`src/logic/isa_pkg.sv`:
```
package isa_pkg;

    typedef enum logic [6:0]
    {
        OP_R     = 7'b0110011,
        OP_IMM   = 7'b0010011,
        OP_LOAD  = 7'b0000011,
        OP_STORE = 7'b0100011,
        OP_JAL   = 7'b1101111
    } opcode_e;

    typedef enum logic [2:0]
    {
        ALU_ADD,
        ALU_SUB,
        ALU_AND,
        ALU_OR,
        ALU_XOR,
        ALU_SLT
    } alu_op_e;

    localparam logic [2:0] F3_ADD  = 3'b000;
    localparam logic [2:0] F3_SLT  = 3'b010;
    localparam logic [2:0] F3_XOR  = 3'b100;
    localparam logic [2:0] F3_OR   = 3'b110;
    localparam logic [2:0] F3_AND  = 3'b111;
    localparam logic [2:0] F3_WORD = 3'b010;
    localparam logic [6:0] F7_BASE = 7'b0000000;
    localparam logic [6:0] F7_SUB  = 7'b0100000;

    // addi x0, x0, 0
    localparam logic [31:0] NOP_WORD = 32'h0000_0013;
    // jal x0, 0 marks the end of a program
    localparam logic [31:0] HALT_WORD = 32'h0000_006f;

    typedef struct packed
    {
        logic [6:0] funct7;
        logic [4:0] rs2;
        logic [4:0] rs1;
        logic [2:0] funct3;
        logic [4:0] rd;
        logic [6:0] opcode;
    } r_fmt_t;

    typedef struct packed
    {
        logic [11:0] imm;
        logic [4:0]  rs1;
        logic [2:0]  funct3;
        logic [4:0]  rd;
        logic [6:0]  opcode;
    } i_fmt_t;

    typedef struct packed
    {
        logic [6:0] imm_hi;
        logic [4:0] rs2;
        logic [4:0] rs1;
        logic [2:0] funct3;
        logic [4:0] imm_lo;
        logic [6:0] opcode;
    } s_fmt_t;

    typedef union packed
    {
        r_fmt_t r;
        i_fmt_t i;
        s_fmt_t s;
    } instr_u;

endpackage
```
`src/logic/core_pkg.sv`:
```
package core_pkg;

    import isa_pkg::*;

    localparam int XLEN         = 32;
    localparam int IMEM_DEPTH   = 64;
    localparam int DMEM_DEPTH   = 64;
    localparam int IADDR_W      = 6;
    localparam int DADDR_W      = $clog2(DMEM_DEPTH);
    localparam int DRAIN_CYCLES = 4;
    localparam int DRAIN_CNT_W  = $clog2(DRAIN_CYCLES);

    typedef struct packed
    {
        instr_u               instr;
        logic [IADDR_W-1:0]   pc;
    } if_id_t;

    typedef struct packed
    {
        logic valid;
        logic reg_write;
        logic mem_write;
        logic mem_to_reg;
        logic alu_src;
    } ctrl_t;

    typedef struct packed
    {
        logic [XLEN-1:0] rs1_data;
        logic [XLEN-1:0] rs2_data;
        logic [XLEN-1:0] imm;
        alu_op_e         alu_op;
        logic [4:0]      rd;
        ctrl_t           ctrl;
    } id_ex_t;

    typedef struct packed
    {
        logic [XLEN-1:0] alu_result;
        logic [XLEN-1:0] store_data;
        logic [4:0]      rd;
        ctrl_t           ctrl;
    } ex_mem_t;

    typedef struct packed
    {
        logic [XLEN-1:0] wb_data;
        logic [4:0]      rd;
        logic            reg_write;
    } mem_wb_t;

    typedef enum logic [1:0]
    {
        IDLE,
        RUN,
        DRAIN
    } run_state_e;

endpackage

```
`src/logic/pipe_regs.sv`:
```


module id_ex
    import core_pkg::*;
(
    input  logic   clk,
    input  logic   i_arst_n,
    input  logic   i_bubble,
    input  id_ex_t i_d,
    output id_ex_t o_q
);

    // A bubble carries an all-zero ctrl, so nothing downstream acts on it
    always_ff @(posedge clk or negedge i_arst_n)
    begin
        if (!i_arst_n)
            o_q <= '0;
        else if (i_bubble)
            o_q <= '0;
        else
            o_q <= i_d;
    end

endmodule



```
`config.mk`:
```
export PLATFORM = sky130hd
export DESIGN_NAME = id_ex
export DESIGN_NICKNAME = d
export VERILOG_FILES = /design/src/logic/isa_pkg.sv /design/src/logic/core_pkg.sv /design/src/logic/pipe_regs.sv
export SDC_FILE = /design/constraint.sdc
export NUM_CORES = 1
export LEC_CHECK = 0
export BUFFER_PORTS_ARGS = -buffer_cell sky130_fd_sc_hd__clkbuf_2
export CORE_MARGIN = 10
export CORE_UTILIZATION = 40
export CTS_BUF_LIST = sky130_fd_sc_hd__clkbuf_4 sky130_fd_sc_hd__clkbuf_8 sky130_fd_sc_hd__clkbuf_16
export CTS_CLUSTER_DIAMETER = 40
export DETAILED_ROUTE_END_ITERATION = 10
export GPL_TIMING_DRIVEN = 0
export PLACE_DENSITY_LB_ADDON = 0.12
export SLEW_MARGIN = 5
export SYNTH_ARGS = -nofsm -noshare
export SYNTH_HDL_FRONTEND = slang
export SYNTH_SLANG_ARGS = --single-unit
```
`constraint.sdc`:
```
create_clock -name clk -period 1.05 [get_ports clk]
set_clock_uncertainty 0.15 [all_clocks]
set_input_delay 0.21 -clock clk [delete_from_list [all_inputs] [get_ports clk]]
set_output_delay 0.21 -clock clk [all_outputs]
set_load 0.02 [all_outputs]
```
==> summary.md <==
| Metric | Value |
|---|---|
| CP delay by family, top | flip-flops |
| IO Count | 221 |
| Final #Nets | 681 |
| Setup WS post-layout | -0.219 ns |
| Initial antenna violation count | 0 |
| M1 GR Usage | 0.187 |
| Area of the mapped netlist | 0.00348 mm² |
| Met2 usage | 0.311 |
| Cell Chain, Critical Path | buf_6 |
| Critical Path Fanout Max | 1 |
| Cell count after synthesis | 230 |
| Sequential cell area fraction in the yosys report | 0.783 |
| Core area | 0.00834 mm² |
| Yosys warns | 0 |
| Global route overflow | 0 |
| Required @ worst endpoint | 0.69 ns |
| Worst Hold Class | in2async |
| Logic pwr share | 0.192 |
| CTS tree | done |
| Final-layout fill cell count | 456 |
| Num rows | 33 |
| Largest net degree at the start of global routing | 110 |
| Setup TNS | -20.17 ns |
| CP Data Arrival Time | 0.91 ns |
| Failing checks | negative hold slack, negative setup slack |
| Max Root-Sink Buffers | 2 |
| Cts bufs inserted | 9 |
| GRT busiest layer | met2 |
| Final hold violations | 109 |
| Seq cells post-synth | 109 |
| Sw Ratio | 0.249 |
| Slew @ Worst Pin | 0.842 ns |
| Top Registers | o_q (109) |
| Die area | 0.0128 mm² |
| Iter 0 DRT Violations | 78 |
| Largest register FFs | 109 |
| Antenna cell count | 0 |
| Clock power frac | 0.291 |
| Buffers & Inverters on Critical Path | 1 |
| Detailed Place HPWL | 7.54 mm |
| Worst stage delay on the critical path | 0.41 ns |
| CTS clk-pin slew, worst paths | 0.10 ns |
| Syn_nets | 342 |
| First-pass GRT wire length | 18.1 mm |
| Most flop-heavy register | o_q |
| Netlist cell types | 4 |
| Chip width | 113 µm |
| Layout cells sized above 1 | 0.430 |
| Area Overhead vs Synth | 93.5% |
| Worst vdd ir | 0.716 mV |
| Starting Density | 0.417 |
| Sequential Power Share | 0.517 |
| H-Tree Depth | 3 |
| Net switching power | 2.17 mW |
| Pleak | 3.39 nW |
| RSZ-0062 raised after global routing | true |
| Final WL | 12.9 mm |
| Cell internal pwr | 6.57 mW |
| Num Clock Sinks | 109 |
| Util after Layout | 0.808 |
| Die height | 113 µm |
| Tmin final | 1.27 ns |
| Critical path class | reg2out |
| Power Total | 8.74 mW |
| Worst Setup Start Kind | flip-flop |
| Power Dens Cells | 1300 mW/mm² |
| Slew Limit Fails | 0 |
| F_max | 0.788 GHz |
| Setup crit end kind | output pin |
| Vias per Instance | 4.39 |
| Post-CTS Setup Repair Bufs | 0 |
| Vias in the first global route | 3346 |
| GRT Overall Usage | 0.179 |
| Remaining antenna violation count after routing | 0 |
| Max Cap Violations | 0 |
| Final Cycle Share | 1.21 |
| Root Buffer | clkbuf_8 |
| PortBufs | 219 |
| Vias | 2979 |
| Drt wl/cell | 19.0 µm |
| Pre-CTS setup slack | -0.0687 ns |
| Met3 usage | 0.0819 |
| Worst Hold Slack | -0.219 ns |
| Slowest stage cell, crit path | dfrtp_1 |
| DRC viols | 0 |
| Syn avg cell area | 15.1 µm² |
| First-pass DRT Iterations | 4 |
| Setup Viol. Count Final | 109 |
| Hold buffers post-CTS | 109 |
| Normalized max-slew margin | 0.438 |
| RD Place Congestion | 0.701 |
| Status | finished with violations |
-- repair_timing --
| action | 4_1_cts | 5_1_grt |
|---|---|---|
| gates resized for setup | 34 | 285 |
| hold endpoints to repair | 218 | 109 |
| endpoints found under the setup margin | 109 | 109 |
-- power groups by stage --
stage / Sequential, mW / Combinational (mW) / Clock [mW]
floorplan: 4.83 / 0.206 / 0
global placement: 4.54 / 1.04 / 0
detailed placement: 4.55 / 1.05 / 0
CTS: 4.47 / 1.43 / 2.61
global route: 4.54 / 1.79 / 2.78
finish: 4.52 / 1.68 / 2.54
-- synthesized netlist by cell type, drive strengths merged --
cell / number / area share
buf: 12 / 0.021
nor2b: 109 / 0.20
dfrtp: 109 / 0.78
-- how the worst max path moves through the flow --
stage	start	endpoint	slack (ns)	cells after the start
after floorplan	i_bubble	o_q[100]	0.13	4
after global placement	i_arst_n	o_q[36]	-1.83	1
after detailed placement	i_bubble	o_q[105]	-0.07	4
after CTS	o_q[30]	o_q[30]	-0.25	1
after global routing	o_q[100]	o_q[100]	-0.27	1
final	o_q[100]	o_q[100]	-0.22	1
-- stage by stage --
step,cells,cell area [µm²]
3_3_place_gp,554,4710
6_report,679,6740
5_1_grt,679,6740
4_1_cts,679,6160
2_1_floorplan,230,3480
3_5_place_dp,554,4720
-- layout make-up --
class | count | area [µm²] | area share
Tap cell | 105 | 131 | 0.0195
Multi-Input combinational cell | 109 | 682 | 0.101
Buffer | 12 | 72.6 | 0.0108
Clock buffer | 12 | 153 | 0.0227
Timing Repair Buffer | 328 | 2930 | 0.434
Sequential cell | 109 | 2730 | 0.405
Clock inverter | 4 | 47.5 | 0.00706
-- logic make-up (layout without fill, tap and decap cells) --
family,Yosys count,count (layout),share of synthesized area
buffers and inverters,12,356,0.0208
and+or+nand+nor,109,109,0.196
DFF,109,109,0.783
-- routing by layer --
layer / up-vias / wire length, µm
met1: 1461 / 4660
met3: 18 / 1130
met2: 138 / 6860
met4: 0 / 231
met5: - / 0
li1: 1362 / -
-- cells in the final DEF, fill, tap and decap left out --
cell type	instances
clkbuf_8	24
buf_6	94
clkinvlp_4	1
bufinv_16	1
clkbuf_2	109
dlygate4sd3_1	109
dfrtp_1	109
buf_8	4
buf_2	10
clkinv_2	2
nor2b_1	109
clkbuf_4	2
No activity file was read; power rests on OpenSTA's default activity.
