--- src/logic/isa_pkg.sv ---
package isa_pkg;

    typedef enum logic [6:0]
    {
        OP_R     = 7'b0110011,
        OP_IMM   = 7'b0010011,
        OP_LOAD  = 7'b0000011,
        OP_STORE = 7'b0100011,
        OP_JAL   = 7'b1101111
    } opcode_e;

    typedef enum logic [2:0]
    {
        ALU_ADD,
        ALU_SUB,
        ALU_AND,
        ALU_OR,
        ALU_XOR,
        ALU_SLT
    } alu_op_e;

    localparam logic [2:0] F3_ADD  = 3'b000;
    localparam logic [2:0] F3_SLT  = 3'b010;
    localparam logic [2:0] F3_XOR  = 3'b100;
    localparam logic [2:0] F3_OR   = 3'b110;
    localparam logic [2:0] F3_AND  = 3'b111;
    localparam logic [2:0] F3_WORD = 3'b010;
    localparam logic [6:0] F7_BASE = 7'b0000000;
    localparam logic [6:0] F7_SUB  = 7'b0100000;

    // addi x0, x0, 0
    localparam logic [31:0] NOP_WORD = 32'h0000_0013;
    // jal x0, 0 marks the end of a program
    localparam logic [31:0] HALT_WORD = 32'h0000_006f;

    typedef struct packed
    {
        logic [6:0] funct7;
        logic [4:0] rs2;
        logic [4:0] rs1;
        logic [2:0] funct3;
        logic [4:0] rd;
        logic [6:0] opcode;
    } r_fmt_t;

    typedef struct packed
    {
        logic [11:0] imm;
        logic [4:0]  rs1;
        logic [2:0]  funct3;
        logic [4:0]  rd;
        logic [6:0]  opcode;
    } i_fmt_t;

    typedef struct packed
    {
        logic [6:0] imm_hi;
        logic [4:0] rs2;
        logic [4:0] rs1;
        logic [2:0] funct3;
        logic [4:0] imm_lo;
        logic [6:0] opcode;
    } s_fmt_t;

    typedef union packed
    {
        r_fmt_t r;
        i_fmt_t i;
        s_fmt_t s;
    } instr_u;

endpackage
--- src/logic/core_pkg.sv ---
package core_pkg;

    import isa_pkg::*;

    localparam int XLEN         = 32;
    localparam int IMEM_DEPTH   = 64;
    localparam int DMEM_DEPTH   = 64;
    localparam int IADDR_W      = 6;
    localparam int DADDR_W      = $clog2(DMEM_DEPTH);
    localparam int DRAIN_CYCLES = 4;
    localparam int DRAIN_CNT_W  = $clog2(DRAIN_CYCLES);

    typedef struct packed
    {
        instr_u               instr;
        logic [IADDR_W-1:0]   pc;
    } if_id_t;

    typedef struct packed
    {
        logic valid;
        logic reg_write;
        logic mem_write;
        logic mem_to_reg;
        logic alu_src;
    } ctrl_t;

    typedef struct packed
    {
        logic [XLEN-1:0] rs1_data;
        logic [XLEN-1:0] rs2_data;
        logic [XLEN-1:0] imm;
        alu_op_e         alu_op;
        logic [4:0]      rd;
        ctrl_t           ctrl;
    } id_ex_t;

    typedef struct packed
    {
        logic [XLEN-1:0] alu_result;
        logic [XLEN-1:0] store_data;
        logic [4:0]      rd;
        ctrl_t           ctrl;
    } ex_mem_t;

    typedef struct packed
    {
        logic [XLEN-1:0] wb_data;
        logic [4:0]      rd;
        logic            reg_write;
    } mem_wb_t;

    typedef enum logic [1:0]
    {
        IDLE,
        RUN,
        DRAIN
    } run_state_e;

endpackage

--- src/logic/reg_file.sv ---
module reg_file
    import core_pkg::*;
(
    input  logic            clk,
    input  logic            i_arst_n,
    input  logic [4:0]      i_rs1_sel,
    input  logic [4:0]      i_rs2_sel,
    input  logic [4:0]      i_dbg_sel,
    input  mem_wb_t         i_wb,
    output logic [XLEN-1:0] o_rs1_data,
    output logic [XLEN-1:0] o_rs2_data,
    output logic [XLEN-1:0] o_dbg_data
);

    logic [XLEN-1:0] regs [32];
    logic            wb_en;

    // x0 is never written so it stays at its reset value
    assign wb_en = i_wb.reg_write && (i_wb.rd != 5'd0);

    always_ff @(posedge clk or negedge i_arst_n)
    begin
        if (!i_arst_n)
        begin
            for (int i = 0; i < 32; i++)
                regs[i] <= '0;
        end
        else if (wb_en)
        begin
            regs[i_wb.rd] <= i_wb.wb_data;
        end
    end

    // Write-first
    assign o_rs1_data = (wb_en && i_wb.rd == i_rs1_sel) ? i_wb.wb_data : regs[i_rs1_sel];
    assign o_rs2_data = (wb_en && i_wb.rd == i_rs2_sel) ? i_wb.wb_data : regs[i_rs2_sel];
    assign o_dbg_data = regs[i_dbg_sel];

endmodule

--- config.mk ---
export PLATFORM = sky130hd
export DESIGN_NAME = reg_file
export DESIGN_NICKNAME = d
export VERILOG_FILES = /design/src/logic/isa_pkg.sv /design/src/logic/core_pkg.sv /design/src/logic/reg_file.sv
export SDC_FILE = /design/constraint.sdc
export NUM_CORES = 2
export LEC_CHECK = 0
export BUFFER_PORTS_ARGS = -buffer_cell sky130_fd_sc_hd__buf_2
export CORE_ASPECT_RATIO = 0.9
export CORE_MARGIN = 1.5
export CORE_UTILIZATION = 57
export DETAILED_ROUTE_END_ITERATION = 7
export MAX_ROUTING_LAYER = met4
export PLACE_DENSITY = 0.85
export SYNTH_ARGS = -nofsm -noshare
export SYNTH_HDL_FRONTEND = slang
export SYNTH_SLANG_ARGS = --single-unit
export TNS_END_PERCENT = 5
--- constraint.sdc ---
create_clock -name clk -period 7.4 [get_ports clk]
set_input_delay 2.22 -clock clk [delete_from_list [all_inputs] [get_ports clk]]
set_output_delay 2.22 -clock clk [all_outputs]
set_load 0.02 [all_outputs]
==> summary.txt <==
Synthesis
  • Syn Area/Cell: 15.9 um2
  • List of most frequent post-synthesis cells: mux2_2, dfrtp_1, mux4_2, clkbuf_1, o22ai_1
  • Mux contribution to synthesized area: 50.4%
  • Register area share after synthesis: 41.8%
  • #FFs+latches synth: 1024
  • Post-synth EDFFs: 0
  • Adder-Cell Fraction of Synth Area: 0%
  • Post-Syn Area: 0.0612 mm2
  • Async S/R FF share, synth: 100%
  • Syn_nets: 3912
  • Top cells by area, synth: dfrtp_1, mux4_2, mux2_2, o22ai_1, clkbuf_1
  • Distinct cells, synth: 37
  • Main combinational cell family by area after synthesis: multiplexers
  • Most frequent cell after synthesis: mux2_2
  • Synth Warn #: 0
  • Compound-Gate Fraction of Synth Area: 2.76%
  • Simple-gate area share of the yosys netlist: 1.48%
  • Top_reg_cell synth: dfrtp_1
  • Gate Count Post-Synth: 3857
  • Leading area contributor after synthesis: dfrtp_1
  • Synth Area in XOR/XNOR: 0.143%
  • Share of the synthesized area in the top cell type: 41.8%

Critical path
  • Crit path cell chain: buf_2 -> or3_2 -> buf_4 -> o22ai_1 -> nor4_1 -> mux2_2 -> buf_2
  • R2R Path End: regs[651]$_DFFE_PN0P_
  • Worst R2R Setup Slack: 6530 ps
  • Maximum fanout along the worst path: 16
  • Slowest cell delay on critical path: 990 ps
  • Critical Path AT: 5170 ps
  • CP Class: in -> out
  • Critical Path End: o_rs1_data[6]
  • Worst path slowest cell: nor4_1
  • Most used cell, CP: buf_2
  • Worst setup path start: i_rs1_sel[2]
  • Setup crit end kind: output pin
  • CP Data Required Time: 5180 ps
  • Critical R2R Launch: regs[651]$_DFFE_PN0P_
  • Critical path launch point type: input pin
  • R2R depth: 1

Global routing
  • Initial antenna violation count: 9
  • Largest net degree at the start of global routing: 178
  • Vias in the first global route: 42481
  • Overall Global Routing Usage: 37.0%
  • First-pass GRT wire length: 287 mm
  • GR Overflow Total: 0

Clock network
  • CTS tree: done
  • CTS Buf Count: 109
  • Clk root buf: clkbuf_16
  • CTS Buffer Depth: 3
  • Reg clk slew, reported paths: 60 ps
  • Post-cts resize count: 0
  • H-tree levels: 3
  • CTS sink cnt: 1024
  • Post-CTS setup repair buffer count: 0
  • Hold buffer count at cts: 0
  • Clk_lat worst skew: 700 ps

Timing
  • Final slew viol count: 0
  • Slew headroom: 11.5%
  • Final hold violations: 0
  • Worst slew pin tran: 1320 ps
  • Setup TNS Final: 0 ps
  • RSZ-0062 raised after global routing: no
  • Setup Skew: 0 ps
  • Fmax: 135 MHz
  • Final setup violation count: 0
  • Period utilization: 99.9%
  • Minimum clock period: 7390 ps

Die
  • Core area: 0.106 mm2
  • Io pins: 151
  • Chip width: 349 um
  • Row cnt: 113
  • Total Die Area: 0.109 mm2
  • Initial core utilization: 57.8%
  • Die Height: 314 um

Route
  • Vias/cell: 7.98
  • Final WL: 195 mm
  • Initial DRC count: 6200
  • Met2 WL post-DR: 88.7 mm
  • Metal-1 WL: 65.7 mm
  • DRT Pass-1 Iters: 6
  • Wire length per cell: 36.9 um
  • Met3 wire length: 26.8 mm
  • Max layer used: met4
  • Total vias in the final route: 42131
  • Remaining DRCs: 0
  • ANT nets after route: 0

Place
  • Final HPWL DP: 113 mm
  • Gp weighted congestion: 0.919
  • Port-buffer cells: 150

Cells and area
  • Max FFs per register: 1024
  • Nets: 3856
  • Top Registers: regs: 1024 flops
  • Register area: 0.0256 mm2
  • Layout Area Growth over Synthesis: 10.9%
  • Share of layout cells above drive strength 1: 63.2%
  • Biggest register: regs
  • Fillers: 6975
  • Final design utilization: 64.0%
  • Multi-input logic area: 0.0338 mm2

Power
  • PD cells: 266 mW/mm2
  • Leakage: 28.3 nW
  • Max VDD drop: 0.199 mV
  • Reg power frac: 42.9%
  • Switching power: 5.18 mW
  • Switch share: 28.7%
  • Clock share of power: 32.7%
  • Comb power frac: 24.4%
  • Int Power: 12.9 mW

Run status
  • Status: completed

Flow run
  • Max-Cap Viols: 0

Worst hold path
  • Worst hold path class: reg -> reg
cells in the final DEF (no fill, tap or decap), drive strengths merged, types with 3 or more instances in the layout:
cell type,n
or3b,7
xnor2,6
o22ai,249
mux2,1078
clkbuf,160
dfrtp,1024
buf,319
mux4,831
clkinvlp,3
diode,8
clkinv,22
nand2,27
nor4,64
nand3b,11
nand3,8
bufinv,13
o21ai,11
nor2,21
nor3b,6
inv,3
xor2,4
kinds of logic (layout without fill, tap and decap cells):
| logic type | after synthesis | after routing |
|---|---|---|
| compound gates | 269 | 269 |
| flops | 1024 | 1024 |
| xor+xnor | 10 | 10 |
| simple gates | 156 | 156 |
| mux | 1910 | 1910 |
| buf+inv | 488 | 520 |
| other cells | 0 | 8 |
worst min path at each step:
stage	start	end	slack, ps	depth (start not counted)
5_1_grt	regs[1017]$_DFFE_PN0P_	regs[1017]$_DFFE_PN0P_	430	0
6_report	regs[1015]$_DFFE_PN0P_	regs[1015]$_DFFE_PN0P_	420	0
4_1_cts	regs[995]$_DFFE_PN0P_	regs[995]$_DFFE_PN0P_	420	0
2_1_floorplan	regs[1000]$_DFFE_PN0P_	regs[1000]$_DFFE_PN0P_	460	1
3_5_place_dp	regs[995]$_DFFE_PN0P_	regs[995]$_DFFE_PN0P_	400	0
3_3_place_gp	regs[993]$_DFFE_PN0P_	regs[993]$_DFFE_PN0P_	390	0
layout make-up:
cell class,count,share of cell area [%]
clock inverters,39,0.798
multi-input cells,2345,49.8
diodes,8,0.0295
clock buffers,160,4.88
inverters,2,0.0111
well taps,1380,2.54
repair buffers,319,4.21
flip-flops and latches,1024,37.7
per-stage QoR:
stage	total power, mW	instance area [um2]	hold slack (ps)	setup WS (ps)	cells
4_1_cts	18.0	67900	419	147	5269
3_5_place_dp	12.1	64000	402	154	5070
3_3_place_gp	11.8	64000	395	201	5070
2_1_floorplan	10.8	61200	458	1130	3857
5_1_grt	18.6	67900	430	48.4	5276
6_report	18.1	67900	421	10.6	5277
routing by layer:
layer | track usage [%] | vias up
li1 | - | 15605
met1 | 46.4 | 22061
met2 | 52.9 | 3553
met3 | 12.2 | 912
met4 | 22.0 | 0
met5 | - | -
power by group through the flow:
| stage | Combinational [mW] | Sequential [mW] | Clock (mW) |
|---|---|---|---|
| finish | 4.41 | 7.74 | 5.92 |
| CTS | 4.38 | 7.67 | 5.92 |
| detailed placement | 4.34 | 7.74 | 0 |
| global route | 4.62 | 7.86 | 6.13 |
| global placement | 4.21 | 7.59 | 0 |
| floorplan | 3.37 | 7.39 | 0 |
worst max-delay path, delay by kind of cell:
kind | cells | cell delay, ps
muxes | 1 | 300
and+or+nand+nor | 2 | 1610
buffers and inverters | 3 | 860
AOI/OAI and AO/OA | 1 | 170
Note: power is estimated with default switching activity, not from simulation.
