## src/logic/isa_pkg.sv

```systemverilog
package isa_pkg;

    typedef enum logic [6:0]
    {
        OP_R     = 7'b0110011,
        OP_IMM   = 7'b0010011,
        OP_LOAD  = 7'b0000011,
        OP_STORE = 7'b0100011,
        OP_JAL   = 7'b1101111
    } opcode_e;

    typedef enum logic [2:0]
    {
        ALU_ADD,
        ALU_SUB,
        ALU_AND,
        ALU_OR,
        ALU_XOR,
        ALU_SLT
    } alu_op_e;

    localparam logic [2:0] F3_ADD  = 3'b000;
    localparam logic [2:0] F3_SLT  = 3'b010;
    localparam logic [2:0] F3_XOR  = 3'b100;
    localparam logic [2:0] F3_OR   = 3'b110;
    localparam logic [2:0] F3_AND  = 3'b111;
    localparam logic [2:0] F3_WORD = 3'b010;
    localparam logic [6:0] F7_BASE = 7'b0000000;
    localparam logic [6:0] F7_SUB  = 7'b0100000;

    // addi x0, x0, 0
    localparam logic [31:0] NOP_WORD = 32'h0000_0013;
    // jal x0, 0 marks the end of a program
    localparam logic [31:0] HALT_WORD = 32'h0000_006f;

    typedef struct packed
    {
        logic [6:0] funct7;
        logic [4:0] rs2;
        logic [4:0] rs1;
        logic [2:0] funct3;
        logic [4:0] rd;
        logic [6:0] opcode;
    } r_fmt_t;

    typedef struct packed
    {
        logic [11:0] imm;
        logic [4:0]  rs1;
        logic [2:0]  funct3;
        logic [4:0]  rd;
        logic [6:0]  opcode;
    } i_fmt_t;

    typedef struct packed
    {
        logic [6:0] imm_hi;
        logic [4:0] rs2;
        logic [4:0] rs1;
        logic [2:0] funct3;
        logic [4:0] imm_lo;
        logic [6:0] opcode;
    } s_fmt_t;

    typedef union packed
    {
        r_fmt_t r;
        i_fmt_t i;
        s_fmt_t s;
    } instr_u;

endpackage
```

## src/logic/core_pkg.sv

```systemverilog
package core_pkg;

    import isa_pkg::*;

    localparam int XLEN         = 32;
    localparam int IMEM_DEPTH   = 64;
    localparam int DMEM_DEPTH   = 64;
    localparam int IADDR_W      = 6;
    localparam int DADDR_W      = $clog2(DMEM_DEPTH);
    localparam int DRAIN_CYCLES = 4;
    localparam int DRAIN_CNT_W  = $clog2(DRAIN_CYCLES);

    typedef struct packed
    {
        instr_u               instr;
        logic [IADDR_W-1:0]   pc;
    } if_id_t;

    typedef struct packed
    {
        logic valid;
        logic reg_write;
        logic mem_write;
        logic mem_to_reg;
        logic alu_src;
    } ctrl_t;

    typedef struct packed
    {
        logic [XLEN-1:0] rs1_data;
        logic [XLEN-1:0] rs2_data;
        logic [XLEN-1:0] imm;
        alu_op_e         alu_op;
        logic [4:0]      rd;
        ctrl_t           ctrl;
    } id_ex_t;

    typedef struct packed
    {
        logic [XLEN-1:0] alu_result;
        logic [XLEN-1:0] store_data;
        logic [4:0]      rd;
        ctrl_t           ctrl;
    } ex_mem_t;

    typedef struct packed
    {
        logic [XLEN-1:0] wb_data;
        logic [4:0]      rd;
        logic            reg_write;
    } mem_wb_t;

    typedef enum logic [1:0]
    {
        IDLE,
        RUN,
        DRAIN
    } run_state_e;

endpackage

```

## src/logic/exec_mem_stage.sv

```systemverilog
module exec_mem_stage
    import isa_pkg::*;
    import core_pkg::*;
(
    input  logic    clk,
    input  logic    i_arst_n,
    input  id_ex_t  i_de,
    input  ex_mem_t i_em,
    output ex_mem_t o_em_next,
    output mem_wb_t o_wb_next
);

    logic [XLEN-1:0]    operand_b;
    logic [XLEN-1:0]    alu_result;
    logic [XLEN-1:0]    dmem [DMEM_DEPTH];
    logic [DADDR_W-1:0] dmem_addr;

    assign operand_b = i_de.ctrl.alu_src ? i_de.imm : i_de.rs2_data;

    always_comb
    begin
        case (i_de.alu_op)
            ALU_ADD: alu_result = i_de.rs1_data + operand_b;
            ALU_SUB: alu_result = i_de.rs1_data - operand_b;
            ALU_AND: alu_result = i_de.rs1_data & operand_b;
            ALU_OR:  alu_result = i_de.rs1_data | operand_b;
            ALU_XOR: alu_result = i_de.rs1_data ^ operand_b;
            ALU_SLT: alu_result = {{(XLEN-1){1'b0}},
                                   $signed(i_de.rs1_data) < $signed(operand_b)};
            default: alu_result = '0;
        endcase
    end

    assign o_em_next = '{alu_result: alu_result, store_data: i_de.rs2_data,
                         rd: i_de.rd, ctrl: i_de.ctrl};

    // Word index taken from the ALU byte address
    assign dmem_addr = i_em.alu_result[DADDR_W+1:2];

    always_ff @(posedge clk or negedge i_arst_n)
    begin
        if (!i_arst_n)
        begin
            for (int i = 0; i < DMEM_DEPTH; i++)
                dmem[i] <= '0;
        end
        else if (i_em.ctrl.valid && i_em.ctrl.mem_write)
        begin
            dmem[dmem_addr] <= i_em.store_data;
        end
    end

    assign o_wb_next.wb_data   = i_em.ctrl.mem_to_reg ? dmem[dmem_addr] : i_em.alu_result;
    assign o_wb_next.rd        = i_em.rd;
    assign o_wb_next.reg_write = i_em.ctrl.reg_write;

endmodule

```

## config.mk

```make
export PLATFORM = sky130hd
export DESIGN_NAME = exec_mem_stage
export DESIGN_NICKNAME = d
export VERILOG_FILES = /design/src/logic/isa_pkg.sv /design/src/logic/core_pkg.sv /design/src/logic/exec_mem_stage.sv
export SDC_FILE = /design/constraint.sdc
export NUM_CORES = 2
export LEC_CHECK = 0
export BUFFER_PORTS_ARGS = -buffer_cell sky130_fd_sc_hd__clkbuf_2
export CORE_UTILIZATION = 63
export DETAILED_ROUTE_END_ITERATION = 6
export PLACE_DENSITY_LB_ADDON = 0.08
export SLEW_MARGIN = 15
export SYNTH_ARGS = -nofsm -noshare
export SYNTH_HDL_FRONTEND = slang
export SYNTH_SLANG_ARGS = --single-unit
export TNS_END_PERCENT = 5
```

## constraint.sdc

```tcl
create_clock -name clk -period 4.13 [get_ports clk]
set_input_delay 0.2065 -clock clk [delete_from_list [all_inputs] [get_ports clk]]
set_output_delay 0.2065 -clock clk [all_outputs]
set_load 0.01 [all_outputs]
```

==> results.json <==
{
  "status": "finished, final reports clean",
  "reg2reg_setup_slack_ps": 3330,
  "hold-worst-slack_ps": 124,
  "clk-insertion-delay-late_ps": 820,
  "maxCapViolCount": 0,
  "critPathMaxStageDelay_ps": 440,
  "worst_path_max_delay_cell": "or3_1",
  "wl_mm": 282,
  "worstSetupStartpointType": "input pin",
  "endpoint_kind": "primary output",
  "numCtsBuffers": 201,
  "highest_layer": "met4",
  "dpl_cell_area_sq_mm": 0.0997,
  "crit_start": "i_de[0]",
  "antenna_left": 0,
  "ys_ff_latch": 2048,
  "drive_gt1_share_pct": 41.0,
  "dr_wl_met3_mm": 21.3,
  "pwr_density_cell_mw_per_mm2": 433,
  "drt_iter0_markers": 5800,
  "fp-row-count": 141,
  "synth.cell_area_sq_mm": 0.0948,
  "initial_core_util_pct": 63.8,
  "critical_path_required_ps": 3920,
  "die_area_sq_mm": 0.152,
  "synthTopCellsByArea": "dfrtp_1, mux2_2, a22oi_1",
  "synth-edff-count": 0,
  "cts_num_sinks": 2048,
  "wire_per_inst_um": 29.4,
  "area_growth_pct": 12.3,
  "post_cts_buffers": 0,
  "vias_per_cell": 6.84,
  "tns_ps": 0,
  "first_global_vias": 67800,
  "power.leakage_nw": 49.6,
  "largest_register_ffs": 2048,
  "grt_max_degree": 141,
  "synthCells": 7375,
  "synth_top_flop_cell": "dfrtp_1",
  "yosysTopAreaCell": "dfrtp_1",
  "rr_worst_depth": 1,
  "cts_htree_levels": 4,
  "irDropWorstVdd_v": 0.000474,
  "final_max_slew_viol_count": 0,
  "grt_pass1_wl_mm": 430,
  "crit_family": "compound AO/OA/AOI/OAI gates",
  "core_sq_mm": 0.149,
  "drc": 0,
  "antenna_found_initial": 7,
  "relSlewSlack_pct": 19.5,
  "fin_crit_sh_pct": 97.8,
  "fin_ws_ps": 89.8,
  "synth_cell_types": 90,
  "top_regs": "dmem (2048)",
  "syn_area_per_cell_sq_um": 12.9,
  "rsz0062_at_grt": "true",
  "wl_met2_mm": 132,
  "fp.dieW_um": 390,
  "post-place-ws_ps": 33.3,
  "vias": 65500,
  "finalHoldViolations": 0,
  "setup_viol": 0,
  "final_cells": 9577,
  "synth_warnings": 0,
  "hold_path_class": "in2reg",
  "final.fill_count": 10200,
  "grt_use_total_pct": 37.4,
  "synth_top_area_share_pct": 54.1,
  "finalInstanceArea_sq_mm": 0.106,
  "port_buffers": 265,
  "tightest_slew_ps": 1210,
  "yosys-top-cells-count": "dfrtp_1, mux2_2, a22oi_1, clkbuf_1, nor2_1",
  "wl_met1_mm": 117,
  "path_class": "in2out",
  "overflow": 0,
  "async_reset_ff_share_pct": 100,
  "endpoint": "o_em_next[73]",
  "root_buffer": "clkbuf_16",
  "path_max_fanout": 7,
  "drt-pass1-iter-count": 7,
  "gp_congestion": 0.926,
  "critPathBufInv": 6,
  "clock_skew_ps": 0,
  "syn_nets": 7667,
  "ys_seq_area_share_pct": 54.1,
  "crit_path_frequent_cell": "buf_4",
  "cp_cell_sequence": "clkbuf_2, buf_4, mux2i_2, ha_1, buf_4, inv_1, or3_1, a2111o_1, a21boi_1, o31ai_1, buf_4, a21oi_2, a22oi_1, xor2_1, a221o_1, clkbuf_2",
  "die-height_um": 390,
  "arrival_ps": 3830,
  "fmax_mhz": 248,
  "cts_tree": "done",
  "critical_path_depth": 16,
  "top_register": "dmem",
  "fin_nets": 7704,
  "worstReg2RegStart": "dmem[1427]",
  "dp_hpwl_mm": 173,
  "ios": 297,
  "r2r-end": "dmem[1427]",
  "clk_pin_slew_ps": 60,
  "cts_buffer_depth": 3,
  "period_minus_slack_ps": 4040,
  "dpl.cell_count": 9208
}
[area by class of cell]
| class | count | area [sq um] | area share [%] |
|---|---|---|---|
| clock buffers | 310 | 6000 | 5.63 |
| diodes | 3 | 7.51 | 0.00705 |
| flip-flops and latches | 2048 | 51200 | 48.1 |
| well taps | 2002 | 2500 | 2.35 |
| multi-input cells | 4427 | 40400 | 38.0 |
| inverters | 98 | 368 | 0.345 |
| repair buffers | 636 | 5230 | 4.91 |
| clock inverters | 53 | 694 | 0.652 |
[repair_timing]
action | CTS | global route
gates resized for setup | 1 | 9
hold endpoints to repair | 458 | 0
setup endpoints to repair | 1 | 6
hold buffers | 3 | 0
[power breakdown]
| part | total [W] | internal, W | switching, W |
|---|---|---|---|
| clock | 0.0184 | 0.0105 | 0.00791 |
| sequential | 0.0226 | 0.0217 | 0.000847 |
| combinational | 0.00510 | 0.00220 | 0.00290 |
| total | 0.0461 | 0.0344 | 0.0116 |
[worst min-delay path by stage]
stage / from / to / depth (start not counted)
6_report: i_em[27] / dmem[1201] / 3
5_1_grt: i_em[15] / dmem[1061] / 3
4_1_cts: i_em[27] / dmem[1201] / 3
3_5_place_dp: i_arst_n / dmem[1742] / 1
3_3_place_gp: i_arst_n / dmem[1678] / 1
2_1_floorplan: i_arst_n / dmem[0] / 0
[through the flow]
| stage | power, W | utilization (%) |
|---|---|---|
| 2_1_floorplan | 0.0258 | - |
| 6_report | 0.0461 | 71.7 |
| 3_3_place_gp | 0.0277 | 67.1 |
| 3_5_place_dp | 0.0279 | 67.1 |
| 4_1_cts | 0.0462 | 71.6 |
| 5_1_grt | 0.0477 | 71.7 |
[layout by cell type, fill, tap and decap left out, drive strengths merged, types with 33 or more instances in the layout]
| cell type | netlist | layout |
|---|---|---|
| mux2 | 2049 | 2049 |
| dfrtp | 2048 | 2048 |
| a22oi | 836 | 836 |
| clkbuf | 552 | 565 |
| buf | 250 | 379 |
| nor2 | 194 | 194 |
| nand4 | 181 | 181 |
| a21oi | 170 | 170 |
| nand2 | 142 | 142 |
| inv | 98 | 107 |
| ha | 105 | 105 |
| a221oi | 103 | 103 |
| a22o | 97 | 97 |
| o21ai | 80 | 80 |
| o211ai | 54 | 54 |
| a31oi | 44 | 44 |
| a41oi | 42 | 42 |
| mux2i | 36 | 36 |
| clkinv | 0 | 33 |
[layer usage]
layer / global-route usage (%) / vias to the layer above
li1: - / 27500
met1: 52.6 / 34600
met2: 58.8 / 2846
met3: 5.67 / 517
met4: 14.5 / 0
met5: 0 / -
[logic make-up (layout without fill, tap and decap cells)]
group | after synthesis | in the layout | share of synthesized area [%]
xor gates and xnor gates | 17 | 17 | 0.157
AOI/OAI and AO/OA | 1581 | 1581 | 12.3
buffers and inverters | 900 | 1097 | 3.90
adders and majority gates | 107 | 107 | 1.43
other | 0 | 3 | 0
DFF | 2048 | 2048 | 54.1
muxes | 2087 | 2087 | 24.8
and+or+nand+nor | 635 | 635 | 3.36
(Power assumes the default switching activity.)
