**src/logic/isa_pkg.sv**
```systemverilog
package isa_pkg;

    typedef enum logic [6:0]
    {
        OP_R     = 7'b0110011,
        OP_IMM   = 7'b0010011,
        OP_LOAD  = 7'b0000011,
        OP_STORE = 7'b0100011,
        OP_JAL   = 7'b1101111
    } opcode_e;

    typedef enum logic [2:0]
    {
        ALU_ADD,
        ALU_SUB,
        ALU_AND,
        ALU_OR,
        ALU_XOR,
        ALU_SLT
    } alu_op_e;

    localparam logic [2:0] F3_ADD  = 3'b000;
    localparam logic [2:0] F3_SLT  = 3'b010;
    localparam logic [2:0] F3_XOR  = 3'b100;
    localparam logic [2:0] F3_OR   = 3'b110;
    localparam logic [2:0] F3_AND  = 3'b111;
    localparam logic [2:0] F3_WORD = 3'b010;
    localparam logic [6:0] F7_BASE = 7'b0000000;
    localparam logic [6:0] F7_SUB  = 7'b0100000;

    // addi x0, x0, 0
    localparam logic [31:0] NOP_WORD = 32'h0000_0013;
    // jal x0, 0 marks the end of a program
    localparam logic [31:0] HALT_WORD = 32'h0000_006f;

    typedef struct packed
    {
        logic [6:0] funct7;
        logic [4:0] rs2;
        logic [4:0] rs1;
        logic [2:0] funct3;
        logic [4:0] rd;
        logic [6:0] opcode;
    } r_fmt_t;

    typedef struct packed
    {
        logic [11:0] imm;
        logic [4:0]  rs1;
        logic [2:0]  funct3;
        logic [4:0]  rd;
        logic [6:0]  opcode;
    } i_fmt_t;

    typedef struct packed
    {
        logic [6:0] imm_hi;
        logic [4:0] rs2;
        logic [4:0] rs1;
        logic [2:0] funct3;
        logic [4:0] imm_lo;
        logic [6:0] opcode;
    } s_fmt_t;

    typedef union packed
    {
        r_fmt_t r;
        i_fmt_t i;
        s_fmt_t s;
    } instr_u;

endpackage
```
**src/logic/core_pkg.sv**
```systemverilog
package core_pkg;

    import isa_pkg::*;

    localparam int XLEN         = 32;
    localparam int IMEM_DEPTH   = 64;
    localparam int DMEM_DEPTH   = 64;
    localparam int IADDR_W      = 6;
    localparam int DADDR_W      = $clog2(DMEM_DEPTH);
    localparam int DRAIN_CYCLES = 4;
    localparam int DRAIN_CNT_W  = $clog2(DRAIN_CYCLES);

    typedef struct packed
    {
        instr_u               instr;
        logic [IADDR_W-1:0]   pc;
    } if_id_t;

    typedef struct packed
    {
        logic valid;
        logic reg_write;
        logic mem_write;
        logic mem_to_reg;
        logic alu_src;
    } ctrl_t;

    typedef struct packed
    {
        logic [XLEN-1:0] rs1_data;
        logic [XLEN-1:0] rs2_data;
        logic [XLEN-1:0] imm;
        alu_op_e         alu_op;
        logic [4:0]      rd;
        ctrl_t           ctrl;
    } id_ex_t;

    typedef struct packed
    {
        logic [XLEN-1:0] alu_result;
        logic [XLEN-1:0] store_data;
        logic [4:0]      rd;
        ctrl_t           ctrl;
    } ex_mem_t;

    typedef struct packed
    {
        logic [XLEN-1:0] wb_data;
        logic [4:0]      rd;
        logic            reg_write;
    } mem_wb_t;

    typedef enum logic [1:0]
    {
        IDLE,
        RUN,
        DRAIN
    } run_state_e;

endpackage

```
**src/logic/decode_stage.sv**
```systemverilog
module decode_stage
    import isa_pkg::*;
    import core_pkg::*;
(
    input  if_id_t          i_fd,
    input  logic [XLEN-1:0] i_rs1_data,
    input  logic [XLEN-1:0] i_rs2_data,
    input  logic [4:0]      i_ex_rd,
    input  logic            i_ex_wr,
    input  logic [4:0]      i_mem_rd,
    input  logic            i_mem_wr,
    output logic [4:0]      o_rs1_sel,
    output logic [4:0]      o_rs2_sel,
    output id_ex_t          o_de,
    output logic            o_stall,
    output logic            o_halt_seen
);

    instr_u          ins;
    ctrl_t           ctrl;
    alu_op_e         alu_op;
    logic [XLEN-1:0] imm;
    logic            uses_rs1;
    logic            uses_rs2;
    logic            rs1_hit;
    logic            rs2_hit;

    assign ins       = i_fd.instr;
    assign o_rs1_sel = ins.r.rs1;
    assign o_rs2_sel = ins.r.rs2;

    always_comb
    begin
        ctrl     = '0;
        alu_op   = ALU_ADD;
        imm      = {{20{ins.i.imm[11]}}, ins.i.imm};
        uses_rs1 = 1'b0;
        uses_rs2 = 1'b0;
        case (ins.r.opcode)
            OP_R:
            begin
                ctrl     = '{valid: 1'b1, reg_write: 1'b1, default: 1'b0};
                uses_rs1 = 1'b1;
                uses_rs2 = 1'b1;
                case ({ins.r.funct7, ins.r.funct3})
                    {F7_BASE, F3_ADD}: alu_op = ALU_ADD;
                    {F7_SUB, F3_ADD}:  alu_op = ALU_SUB;
                    {F7_BASE, F3_AND}: alu_op = ALU_AND;
                    {F7_BASE, F3_OR}:  alu_op = ALU_OR;
                    {F7_BASE, F3_XOR}: alu_op = ALU_XOR;
                    {F7_BASE, F3_SLT}: alu_op = ALU_SLT;
                    default:           ctrl = '0;
                endcase
            end
            OP_IMM:
            begin
                ctrl     = '{valid: 1'b1, reg_write: 1'b1, alu_src: 1'b1, default: 1'b0};
                uses_rs1 = 1'b1;
                case (ins.i.funct3)
                    F3_ADD:  alu_op = ALU_ADD;
                    F3_AND:  alu_op = ALU_AND;
                    F3_OR:   alu_op = ALU_OR;
                    F3_XOR:  alu_op = ALU_XOR;
                    default: ctrl = '0;
                endcase
            end
            OP_LOAD:
            begin
                uses_rs1 = 1'b1;
                if (ins.i.funct3 == F3_WORD)
                    ctrl = '{valid: 1'b1, reg_write: 1'b1, mem_to_reg: 1'b1,
                             alu_src: 1'b1, default: 1'b0};
            end
            OP_STORE:
            begin
                imm      = {{20{ins.s.imm_hi[6]}}, ins.s.imm_hi, ins.s.imm_lo};
                uses_rs1 = 1'b1;
                uses_rs2 = 1'b1;
                if (ins.s.funct3 == F3_WORD)
                    ctrl = '{valid: 1'b1, mem_write: 1'b1, alu_src: 1'b1, default: 1'b0};
            end
            // Halt and anything unknown pass on as a bubble
            default:
                ctrl = '0;
        endcase
    end

    // No forwarding, so wait until the producer reaches write-back
    assign rs1_hit = uses_rs1 && (ins.r.rs1 != 5'd0)
                     && ((i_ex_wr && ins.r.rs1 == i_ex_rd) || (i_mem_wr && ins.r.rs1 == i_mem_rd));
    assign rs2_hit = uses_rs2 && (ins.r.rs2 != 5'd0)
                     && ((i_ex_wr && ins.r.rs2 == i_ex_rd) || (i_mem_wr && ins.r.rs2 == i_mem_rd));
    assign o_stall = ctrl.valid && (rs1_hit || rs2_hit);

    assign o_halt_seen = (i_fd.instr == HALT_WORD);

    assign o_de = '{rs1_data: i_rs1_data, rs2_data: i_rs2_data, imm: imm,
                    alu_op: alu_op, rd: ins.r.rd, ctrl: ctrl};

endmodule

```
**config.mk**
```make
export PLATFORM = sky130hd
export DESIGN_NAME = decode_stage
export DESIGN_NICKNAME = d
export VERILOG_FILES = /design/src/logic/isa_pkg.sv /design/src/logic/core_pkg.sv /design/src/logic/decode_stage.sv
export SDC_FILE = /design/constraint.sdc
export NUM_CORES = 1
export LEC_CHECK = 0
export ABC_AREA = 1
export BUFFER_PORTS_ARGS = -buffer_cell sky130_fd_sc_hd__buf_2
export CAP_MARGIN = 20
export CORE_AREA = 2 2 91 93
export DETAILED_ROUTE_END_ITERATION = 10
export DIE_AREA = 0 0 93 95
export GPL_ROUTABILITY_DRIVEN = 0
export MAX_ROUTING_LAYER = met4
export PLACE_DENSITY_LB_ADDON = 0.12
export SYNTH_ARGS = -nofsm -noshare
export SYNTH_HDL_FRONTEND = slang
export SYNTH_SLANG_ARGS = --single-unit
```
**constraint.sdc**
```tcl
create_clock -name vclk -period 2.35
set_input_delay 0.235 -clock vclk [all_inputs]
set_output_delay 0.235 -clock vclk [all_outputs]
set_load 0.05 [all_outputs]
```
==> impl_metrics.tcl <==
set metrics [dict create \
    cts_resized 0 \
    min_from "i_rs1_data[26]" \
    holdPathEnd "o_de[103]" \
    num-nets-final 381 \
    top_level_ports 235 \
    ys.warnings.count 0 \
    crit_arrival_ns 1.51 \
    yosysUniqueCellTypes 23 \
    regArea_sq_um 0 \
    drtPass1Iterations 4 \
    slew_viol_final 0 \
    core_sq_um 7930 \
    first_iter_violations 28 \
    clkbuf_count 0 \
    wirelength_microns 4790 \
    cp_slowest_cell "nor2_1" \
    via_per_inst 3.71 \
    hpwl_microns 4290 \
    placed_area_sq_um 1450 \
    ant_nets 0 \
    ctsHoldBuffers 0 \
    required_ns 2.12 \
    fp.dieW_microns 93 \
    fmax_mhz 574 \
    critPathMaxStageDelay_ns 0.24 \
    cts_setup_buffers 0 \
    num_antenna_cells 0 \
    syn-num-nets 384 \
    antenna_found_initial 0 \
    critPathCaptureType "output pin" \
    grt.total_usage_pct 10.2 \
    die_h_microns 95 \
    rows 33 \
    hold_violations 0 \
    fin_area_sq_um 1450 \
    worst_pin_slew_ns 0.263 \
    fillers 975 \
    ir_worst_vdd_v 0.000110 \
    cp_max_fo 23 \
    hp-class "in -> out" \
    power_density_nw_per_um2 237 \
    crit_type "in -> out" \
    grt_max_degree 24 \
    cp-start-kind "input port" \
    maxSlewHeadroom_pct 82.3 \
    rsz0062_at_grt "no" \
    period_minus_slack_ns 1.74 \
    drc_errors 0 \
    syn_avg_cell_area_sq_um 5.95 \
    yosysSeqAreaShare_pct 0 \
    synth_area_sq_um 1610 \
    cap_violations 0 \
    path_cells "buf_2 > nor2_1 > nand2_1 > nor2_2 > nand3_1 > nand2_1 > inv_2 > nand4_4 > nand2_1 > inv_2 > buf_2" \
    setup_violations 0 \
    grt_pass1_wl_microns 7050 \
    crit_top_cell "nand2_1" \
    start_util_pct 20.2 \
    seq_cells 0 \
    min_period_over_period_pct 74.1 \
    synthToLayoutAreaGrowth_pct -9.90 \
    status "finished, final reports clean" \
    dr_total_vias 1371 \
    hold_path_depth 0 \
    timing.hold.ws_ns 0.470 \
    p_leak_nw 0.883 \
    grt_pass1_vias 1342 \
    grt_overflow 0 \
    dieArea_sq_um 8840 \
    routedWlPerCell_microns 12.9 \
    setup_tns_ns 0 \
    io_buffers 101 \
    synth_cells 270 \
    drive_above_1_share_pct 44.5 \
]
## synthesized netlist by cell type
cell type | n | area [sq um]
nor4_1 | 1 | 6.26
o21ai_0 | 14 | 70.1
inv_2 | 5 | 18.8
nand3_2 | 1 | 10.0
nand2_2 | 1 | 6.26
nor2_2 | 2 | 12.5
nand4_4 | 1 | 21.3
mux2_4 | 1 | 15.0
nor2_4 | 3 | 33.8
inv_1 | 25 | 93.8
o21a_1 | 2 | 15.0
nand3_4 | 1 | 17.5
a21oi_1 | 3 | 15.0
nand3_1 | 15 | 75.1
xor2_1 | 5 | 43.8
nor3_1 | 5 | 25.0
nand2_4 | 1 | 11.3
nor2_1 | 30 | 113
o221ai_1 | 1 | 8.76
o211ai_2 | 1 | 12.5
nand4_1 | 5 | 31.3
buf_4 | 106 | 796
nand2_1 | 41 | 154
## worst max-delay path by stage
stage / endpoint / start / cells after the start / slack [ns]
6_report: o_stall / i_fd[37] / 11 / 0.61
4_1_cts: o_stall / i_fd[37] / 11 / 0.58
2_1_floorplan: o_halt_seen / i_fd[29] / 5 / 0.05
3_3_place_gp: o_stall / i_fd[37] / 11 / 0.59
5_1_grt: o_stall / i_fd[37] / 11 / 0.42
3_5_place_dp: o_stall / i_fd[37] / 11 / 0.58
## cell usage in the layout (no fill, tap or decap)
cell	synthesis	routed
xor2_1	5	5
nor2_2	2	2
nor3_1	5	5
mux2_4	1	1
nand2_1	41	41
inv_1	25	25
nand3_4	1	1
o21ai_0	14	14
inv_2	5	5
nand2_4	1	1
nor2_1	30	30
nand2_2	1	1
nand4_1	5	5
nand3_2	1	1
nand4_4	1	1
a21oi_1	3	3
buf_2	0	101
nand3_1	15	15
o211ai_2	1	1
o221ai_1	1	1
nor2_4	3	3
nor4_1	1	1
o21a_1	2	2
## stage by stage
stage	power, mW	worst slack [ns]	utilization (%)	std cells
floorplan	0.570	0.0476	-	270
global placement	0.349	0.591	18.2	370
detailed placement	0.347	0.583	18.2	370
CTS	0.348	0.582	18.2	370
global route	0.370	0.424	18.2	370
finish	0.342	0.609	18.2	370
## layout make-up
class                      instances  area (sq um)  area share [%]
tap                              105           131            9.08
inverter                          30           113            7.79
multi-input combinational        134           697            48.2
timing repair buffer             101           505            34.9
## kinds of logic after synthesis
group	synth area share, %
xor gates and xnor gates	2.73
and+or+nand+nor	32.2
buffers and inverters	56.6
muxes	0.935
AOI/OAI and AO/OA	7.56
## critical path: cells and delay by family
kind / cells / cell delay [ns]
buffers and inverters: 4 / 0.52
AND/OR/NAND/NOR: 7 / 0.76
## metal layers
| layer | vias up | part of all wire, % | GRT usage [%] |
|---|---|---|---|
| met2 | 54 | 47 | 17.4 |
| met1 | 570 | 43 | 12.1 |
| met3 | 18 | 7.8 | 1.76 |
| met4 | 0 | 2.4 | 3.43 |
| li1 | 729 | - | - |
| met5 | - | 0 | - |
## power by group
| group | leakage [nW] | internal [mW] | switching, mW | total (mW) |
|---|---|---|---|---|
| combinational | 0.883 | 0.0828 | 0.260 | 0.342 |
| clock | 0 | 0 | 0 | 0 |
| sequential | 0 | 0 | 0 | 0 |
| total | 0.883 | 0.0828 | 0.260 | 0.342 |
No activity file was read; power rests on OpenSTA's default activity.
