### config.mk
export PLATFORM = sky130hd
export DESIGN_NAME = ex_mem
export DESIGN_NICKNAME = d
export VERILOG_FILES = /design/src/logic/isa_pkg.sv /design/src/logic/core_pkg.sv /design/src/logic/pipe_regs.sv
export SDC_FILE = /design/constraint.sdc
export NUM_CORES = 1
export LEC_CHECK = 0
export ABC_CLOCK_PERIOD_IN_PS = 800
export BUFFER_PORTS_ARGS = -buffer_cell sky130_fd_sc_hd__buf_2
export CAP_MARGIN = 5
export CORE_ASPECT_RATIO = 1.75
export CORE_MARGIN = 5
export CORE_UTILIZATION = 37
export CTS_CLUSTER_DIAMETER = 60
export DETAILED_ROUTE_END_ITERATION = 16
export GPL_TIMING_DRIVEN = 1
export PLACE_DENSITY = 0.83
export SYNTH_ARGS = -nofsm -noshare
export SYNTH_HDL_FRONTEND = slang
export SYNTH_SLANG_ARGS = --single-unit
export TNS_END_PERCENT = 100
### constraint.sdc
create_clock -name clk -period 0.8 [get_ports clk]
set_clock_uncertainty 0.05 [all_clocks]
set_input_delay 0.24 -clock clk [delete_from_list [all_inputs] [get_ports clk]]
set_output_delay 0.24 -clock clk [all_outputs]
set_load 0.03 [all_outputs]
### src/logic/isa_pkg.sv
package isa_pkg;

    typedef enum logic [6:0]
    {
        OP_R     = 7'b0110011,
        OP_IMM   = 7'b0010011,
        OP_LOAD  = 7'b0000011,
        OP_STORE = 7'b0100011,
        OP_JAL   = 7'b1101111
    } opcode_e;

    typedef enum logic [2:0]
    {
        ALU_ADD,
        ALU_SUB,
        ALU_AND,
        ALU_OR,
        ALU_XOR,
        ALU_SLT
    } alu_op_e;

    localparam logic [2:0] F3_ADD  = 3'b000;
    localparam logic [2:0] F3_SLT  = 3'b010;
    localparam logic [2:0] F3_XOR  = 3'b100;
    localparam logic [2:0] F3_OR   = 3'b110;
    localparam logic [2:0] F3_AND  = 3'b111;
    localparam logic [2:0] F3_WORD = 3'b010;
    localparam logic [6:0] F7_BASE = 7'b0000000;
    localparam logic [6:0] F7_SUB  = 7'b0100000;

    // addi x0, x0, 0
    localparam logic [31:0] NOP_WORD = 32'h0000_0013;
    // jal x0, 0 marks the end of a program
    localparam logic [31:0] HALT_WORD = 32'h0000_006f;

    typedef struct packed
    {
        logic [6:0] funct7;
        logic [4:0] rs2;
        logic [4:0] rs1;
        logic [2:0] funct3;
        logic [4:0] rd;
        logic [6:0] opcode;
    } r_fmt_t;

    typedef struct packed
    {
        logic [11:0] imm;
        logic [4:0]  rs1;
        logic [2:0]  funct3;
        logic [4:0]  rd;
        logic [6:0]  opcode;
    } i_fmt_t;

    typedef struct packed
    {
        logic [6:0] imm_hi;
        logic [4:0] rs2;
        logic [4:0] rs1;
        logic [2:0] funct3;
        logic [4:0] imm_lo;
        logic [6:0] opcode;
    } s_fmt_t;

    typedef union packed
    {
        r_fmt_t r;
        i_fmt_t i;
        s_fmt_t s;
    } instr_u;

endpackage
### src/logic/core_pkg.sv
package core_pkg;

    import isa_pkg::*;

    localparam int XLEN         = 32;
    localparam int IMEM_DEPTH   = 64;
    localparam int DMEM_DEPTH   = 64;
    localparam int IADDR_W      = 6;
    localparam int DADDR_W      = $clog2(DMEM_DEPTH);
    localparam int DRAIN_CYCLES = 4;
    localparam int DRAIN_CNT_W  = $clog2(DRAIN_CYCLES);

    typedef struct packed
    {
        instr_u               instr;
        logic [IADDR_W-1:0]   pc;
    } if_id_t;

    typedef struct packed
    {
        logic valid;
        logic reg_write;
        logic mem_write;
        logic mem_to_reg;
        logic alu_src;
    } ctrl_t;

    typedef struct packed
    {
        logic [XLEN-1:0] rs1_data;
        logic [XLEN-1:0] rs2_data;
        logic [XLEN-1:0] imm;
        alu_op_e         alu_op;
        logic [4:0]      rd;
        ctrl_t           ctrl;
    } id_ex_t;

    typedef struct packed
    {
        logic [XLEN-1:0] alu_result;
        logic [XLEN-1:0] store_data;
        logic [4:0]      rd;
        ctrl_t           ctrl;
    } ex_mem_t;

    typedef struct packed
    {
        logic [XLEN-1:0] wb_data;
        logic [4:0]      rd;
        logic            reg_write;
    } mem_wb_t;

    typedef enum logic [1:0]
    {
        IDLE,
        RUN,
        DRAIN
    } run_state_e;

endpackage

### src/logic/pipe_regs.sv



module ex_mem
    import core_pkg::*;
(
    input  logic    clk,
    input  logic    i_arst_n,
    input  ex_mem_t i_d,
    output ex_mem_t o_q
);

    always_ff @(posedge clk or negedge i_arst_n)
    begin
        if (!i_arst_n)
            o_q <= '0;
        else
            o_q <= i_d;
    end

endmodule


==> metrics.md, run 1 <==
| Metric | Value |
|---|---|
| Status | `finished, violations left` |
| Failing checks | `setup timing` |
| Final min period | `1.202 ns` |
| Die Ht | `103.6 µm` |
| Post-synthesis sequential area ratio | `1.000` |
| Non-filler cells, final | `371` |
| Slew Limit Fails | `0` |
| Synth Flop Type | `dfrtp_1` |
| GRT Util Overall | `0.2277` |
| Hold slack | `0.1995 ns` |
| Max cap viols | `0` |
| Clk buf depth | `2` |
| Post-Syn Instances | `74` |
| Final setup margin | `-0.4017 ns` |
| Multi-input gate count | `0` |
| Post-route cell area | `4165 µm²` |
| Top delay family on crit path | `flip-flops` |
| Global-route wire length before repair | `11090 µm` |
| Post-DRT Antenna Nets | `0` |
| # fillers | `~220` |
| Tot Pwr | `between 8 and 9 mW` |
| Synth area leaders | `dfrtp_1 100%` |
| Dpl cells | `roughly 280` |
| GR Util met3 | `0.08776` |
| Multi-input logic area | `0 µm²` |
| Core area | `between 4000 and 5000 µm²` |
| Slew at the pin closest to its max-slew limit | `0.1962 ns` |
| Met2 Track Usage GR | `0.4092` |
| Critical Path RT | `0.51 ns` |
| IO buf count | `149` |
| NumNets Final | `387` |
| Buf+Inv Stages, Crit Path | `1` |
| Vias in the first global route | `1917` |
| Worst Hold Class | `input pin to async pin` |
| CP arrival | `0.91 ns` |
| Leading registers by flop count | `o_q x74` |
| Grt ovf | `0` |
| Worst path cell trace | `buf_6` |
| Global placement routability congestion | `approximately 0.62` |
| Leakage power | `just over 2 nW` |
| GR Layer Usage met1 | `0.2203` |
| Cell Pwr Density | `2133 nW/µm²` |
| Htree depth | `3` |
| TritonCTS clock tree | `yes` |
| Worst path slowest cell | `dfrtp_1` |
| Area Growth Syn to Fin | `124.9%` |
| Clock sinks | `74` |
| Number of synthesized flops with an enable pin | `0` |
| Initial antenna violation count | `1` |
| Endpoints failing hold | `0` |
| Syn Std Cell Area | `1852 µm²` |
| Worst Path Max Fanout | `1` |
| Setup bufs post-CTS | `0` |
| Largest net degree at the start of global routing | `39` |
| Hpwl dp | `3547 µm` |
| Fin crit share | `1.502` |
| Share of the synthesized area in the top cell type | `1.000` |
| Sequential cell area | `roughly 1900 µm²` |
| Clock transition at path regs | `0.09 ns` |
| Yosys warns | `0` |
| #FFs+latches synth | `74` |
| Startpoint types | `register` |
| Max_slew headroom | `0.8692` |
| Via count | `between 1500 and 2000` |
| Share of cells above drive strength 1 | `0.5285` |
| Post-DR vias/cell | `4.342` |
| Setup violators final | `74` |
| CP max stage delay | `approximately 0.42 ns` |
| Post-synth net total | `150` |
| WL/cell | `19.17 µm` |
| Syn_area_per_cell | `25.02 µm²` |
| Starting Density | `0.3753` |
| Crit. Startpoint | `o_q[24]` |
| TritonCTS Buffers | `9` |
| Row count | `34` |
| Biggest register | `o_q` |
| Commonest cells in the synthesized netlist | `74 x dfrtp_1` |
| DRT iter0 DRCs | `23` |
| Top-count cell post-synth | `dfrtp_1` |
| Die area | `6575 µm²` |
| Cell variety after synth | `1` |
| Ports | `150` |
| Util after Layout | `0.8441` |
| Fmax | `0.8321 GHz` |
| Share of synthesized registers carrying an async set or reset | `1.000` |
| RSZ-0062 raised after global routing | `true` |
| Worst vdd ir | `~2.3 mV` |
| Max reg flops | `74` |
| Critical path endpoint category | `output pin` |
| Crit path kind | `register to output pin` |
| CTS Root Cell | `clkbuf_8` |
| Post-synth top area cell | `dfrtp_1` |
| Gr busiest metal | `met2` |
| Final WL | `7111 µm` |
| First-pass iteration count of the detailed router | `4` |
| DR DRC count | `0` |
| DP Area | `2708 µm²` |
| Die W | `63.48 µm` |
## worst paths after layout
check / end / cells past startpoint / slack (ns)
min in group clk: o_q[57] / 2 / 0.50
hold / removal: o_q[54] / 2 / 0.20
setup / recovery: o_q[24] / 1 / -0.40
max in group asynchronous: o_q[56] / 3 / 0.10
## metal layers
| metal | up-vias | wire length [µm] |
|---|---|---|
| li1 | 702 | - |
| met1 | 780 | 2084 |
| met2 | 111 | 4078 |
| met3 | 18 | 674 |
| met4 | 0 | 274 |
| met5 | - | 0 |
## where the power goes
group	total (mW)	switching (mW)	internal (mW)
clock network	3.41	1.34	2.07
logic	1.44	0.693	0.745
registers	4.04	0.106	3.93
total	8.88	2.14	6.75
## per-stage QoR
stage	worst slack [ns]	setup TNS, ns
finish	-0.4017	-25.11
global route	-0.4223	-27.72
CTS	-0.3760	-26.21
detailed placement	-0.02293	-0.1842
global placement	-0.001848	-0.001848
floorplan	0.04261	0
## cell usage in the layout, fill, tap and decap left out
| master | count |
|---|---|
| dfrtp_1 | 74 |
| buf_12 | 2 |
| clkinv_4 | 2 |
| clkbuf_8 | 9 |
| buf_2 | 74 |
| diode_2 | 1 |
| clkinv_2 | 2 |
| buf_4 | 1 |
| bufinv_16 | 3 |
| buf_6 | 74 |
| dlygate4sd3_1 | 75 |
## kinds of logic after synthesis
logic type / synth area share
DFF: 1.000
## timing repair
| item | 4_1_cts | 5_1_grt |
|---|---|---|
| endpoints found under the hold margin | 148 | 0 |
| hold buffers | 75 | 0 |
| endpoints found under the setup margin | 74 | 74 |
| gates resized for setup | 148 | 0 |
## layout make-up
type / instances / share of cell area
timing repair buffer: 226 / 0.4806
sequential: 74 / 0.4446
clock buffer: 9 / 0.02974
clock inverter: 7 / 0.02824
tap: 54 / 0.01622
antenna: 1 / 0.0006008
Power figures use the tool's default switching activity.
==> inputs of run 2 (changes only) <==
- MAX_ROUTING_LAYER: unset -> met4
==> metrics.md, run 2 (synthesized netlist as in run 1, its figures left out) <==
| Metric | Value |
|---|---|
| Final min period | `between 1 and 1.5 ns` |
| Starting Density | `0.3753` |
| Multi-input gate count | `0` |
| Tot Pwr | `roughly 9 mW` |
| # fillers | `221` |
| Clock transition at path regs | `0.09 ns` |
| Critical path endpoint category | `output pin` |
| Top delay family on crit path | `flip-flops` |
| Initial antenna violation count | `1` |
| WL/cell | `~19 µm` |
| Global placement routability congestion | `between 0.6 and 0.7` |
| Worst path slowest cell | `dfrtp_1` |
| Die area | `6575 µm²` |
| RSZ-0062 raised after global routing | `true` |
| IO buf count | `149` |
| Share of cells above drive strength 1 | `0.5285` |
| Endpoints failing hold | `0` |
| Slew at the pin closest to its max-slew limit | `between 0.15 and 0.2 ns` |
| TritonCTS Buffers | `9` |
| Hpwl dp | `3547 µm` |
| Status | `finished, violations left` |
| Failing checks | `setup timing` |
| Die W | `63.48 µm` |
| TNS Setup | `-25.04 ns` |
| Ports | `150` |
| Via count | `1601` |
| Row count | `34` |
| Worst vdd ir | `between 2 and 2.5 mV` |
| DRT iter0 DRCs | `27` |
| Final WL | `a little over 7000 µm` |
| TritonCTS clock tree | `yes` |
| First-pass iteration count of the detailed router | `4` |
| Post-DRT Antenna Nets | `0` |
| Worst path cell trace | `buf_6` |
| Most frequent cells in the layout | `75 x dlygate4sd3_1, 74 x buf_2, 74 x dfrtp_1, 74 x buf_6, 9 x clkbuf_8` |
| Clock sinks | `74` |
| Grt ovf | `0` |
| Core area | `between 4000 and 5000 µm²` |
| Slew Limit Fails | `0` |
| Cell Pwr Density | `between 2000 and 2500 nW/µm²` |
| Max_slew headroom | `0.8699` |
| CP max stage delay | `approximately 0.42 ns` |
| Setup violators final | `74` |
| DR DRC count | `0` |
| Startpoint types | `register` |
| Fin crit share | `1.493` |
| Vias in the first global route | `1921` |
| Post-DR vias/cell | `4.315` |
| Worst Path Max Fanout | `1` |
| CP arrival | `0.90 ns` |
| Die Ht | `103.6 µm` |
| Area Growth Syn to Fin | `124.9%` |
| Final setup margin | `-0.3941 ns` |
| Buf+Inv Stages, Crit Path | `1` |
| Global-route wire length before repair | `~11000 µm` |
| Commonest non-fill, non-tap cell in the layout | `dlygate4sd3_1` |
| Worst Hold Class | `input pin to async pin` |
| Fmax | `approximately 0.84 GHz` |
| Max reg flops | `74` |
| CTS Root Cell | `clkbuf_8` |
| Biggest register | `o_q` |
| GRT Util Overall | `0.2340` |
| Largest net degree at the start of global routing | `39` |
| Leading registers by flop count | `o_q x74` |
| Crit path kind | `register to output pin` |
| Util after Layout | `0.8441` |
| NumNets Final | `387` |
| Sequential cell area | `1852 µm²` |
| Clk buf depth | `2` |
| Leakage power | `between 2 and 2.5 nW` |
| Critical Path RT | `0.51 ns` |
| Htree depth | `3` |
| Max cap viols | `0` |
| Multi-input logic area | `0 µm²` |
==> run 2: cell counts in the layout (fill, tap and decap cells not counted) <==
No cell type changed its count.
==> run 2: timing repair <==
item	CTS	global route
hold buffers	75	0
setup endpoints to repair	74	74
endpoints found under the hold margin	148	0
gates resized for setup	148	0
buffers inserted	0	0
cloned	0	0
==> run 2: where the power goes <==
group	internal, mW	total [mW]	switching, mW
combinational	0.745	1.44	0.692
sequential	3.93	4.03	0.105
clock	2.07	3.41	1.33
==> run 2: worst max-delay path by stage <==
| stage | cells past startpoint | slack [ns] | end | start |
|---|---|---|---|---|
| after detailed placement | 1 | -0.02 | o_q[30] | o_q[30] |
| final | 1 | -0.39 | o_q[24] | o_q[24] |
| after global placement | 1 | -0.002 | o_q[72] | o_q[72] |
| after CTS | 1 | -0.38 | o_q[30] | o_q[30] |
| after global routing | 1 | -0.42 | o_q[24] | o_q[24] |
| after floorplan | 0 | 0.04 | o_q[0] | o_q[0] |
==> run 2: final cells by class <==
| class | count | share of cell area |
|---|---|---|
| Tap cell | 54 | 0.01622 |
| Clock inverter | 7 | 0.02824 |
| Antenna cell | 1 | 0.0006008 |
| Timing Repair Buffer | 226 | 0.4806 |
| Clock buffer | 9 | 0.02974 |
| Sequential cell | 74 | 0.4446 |
==> run 2: routing by layer <==
layer / global-route usage / vias up / part of all wire
met2: 0.4084 / 105 / 0.58
met4: 0.1055 / 0 / 0.039
li1: - / 702 / -
met1: 0.2263 / 776 / 0.30
met5: - / - / 0
met3: 0.07909 / 18 / 0.088
==> run 2: per-stage QoR <==
stage	setup WS [ns]	area (µm²)	instances	hold slack (ns)
after floorplan	0.04261	1852	74	-0.1056
after global placement	-0.001848	2708	279	-0.005230
after detailed placement	-0.02293	2708	279	-0.004696
after CTS	-0.3760	4163	370	0.1806
after global routing	-0.4223	4165	371	0.1891
final	-0.3941	4165	371	0.1991
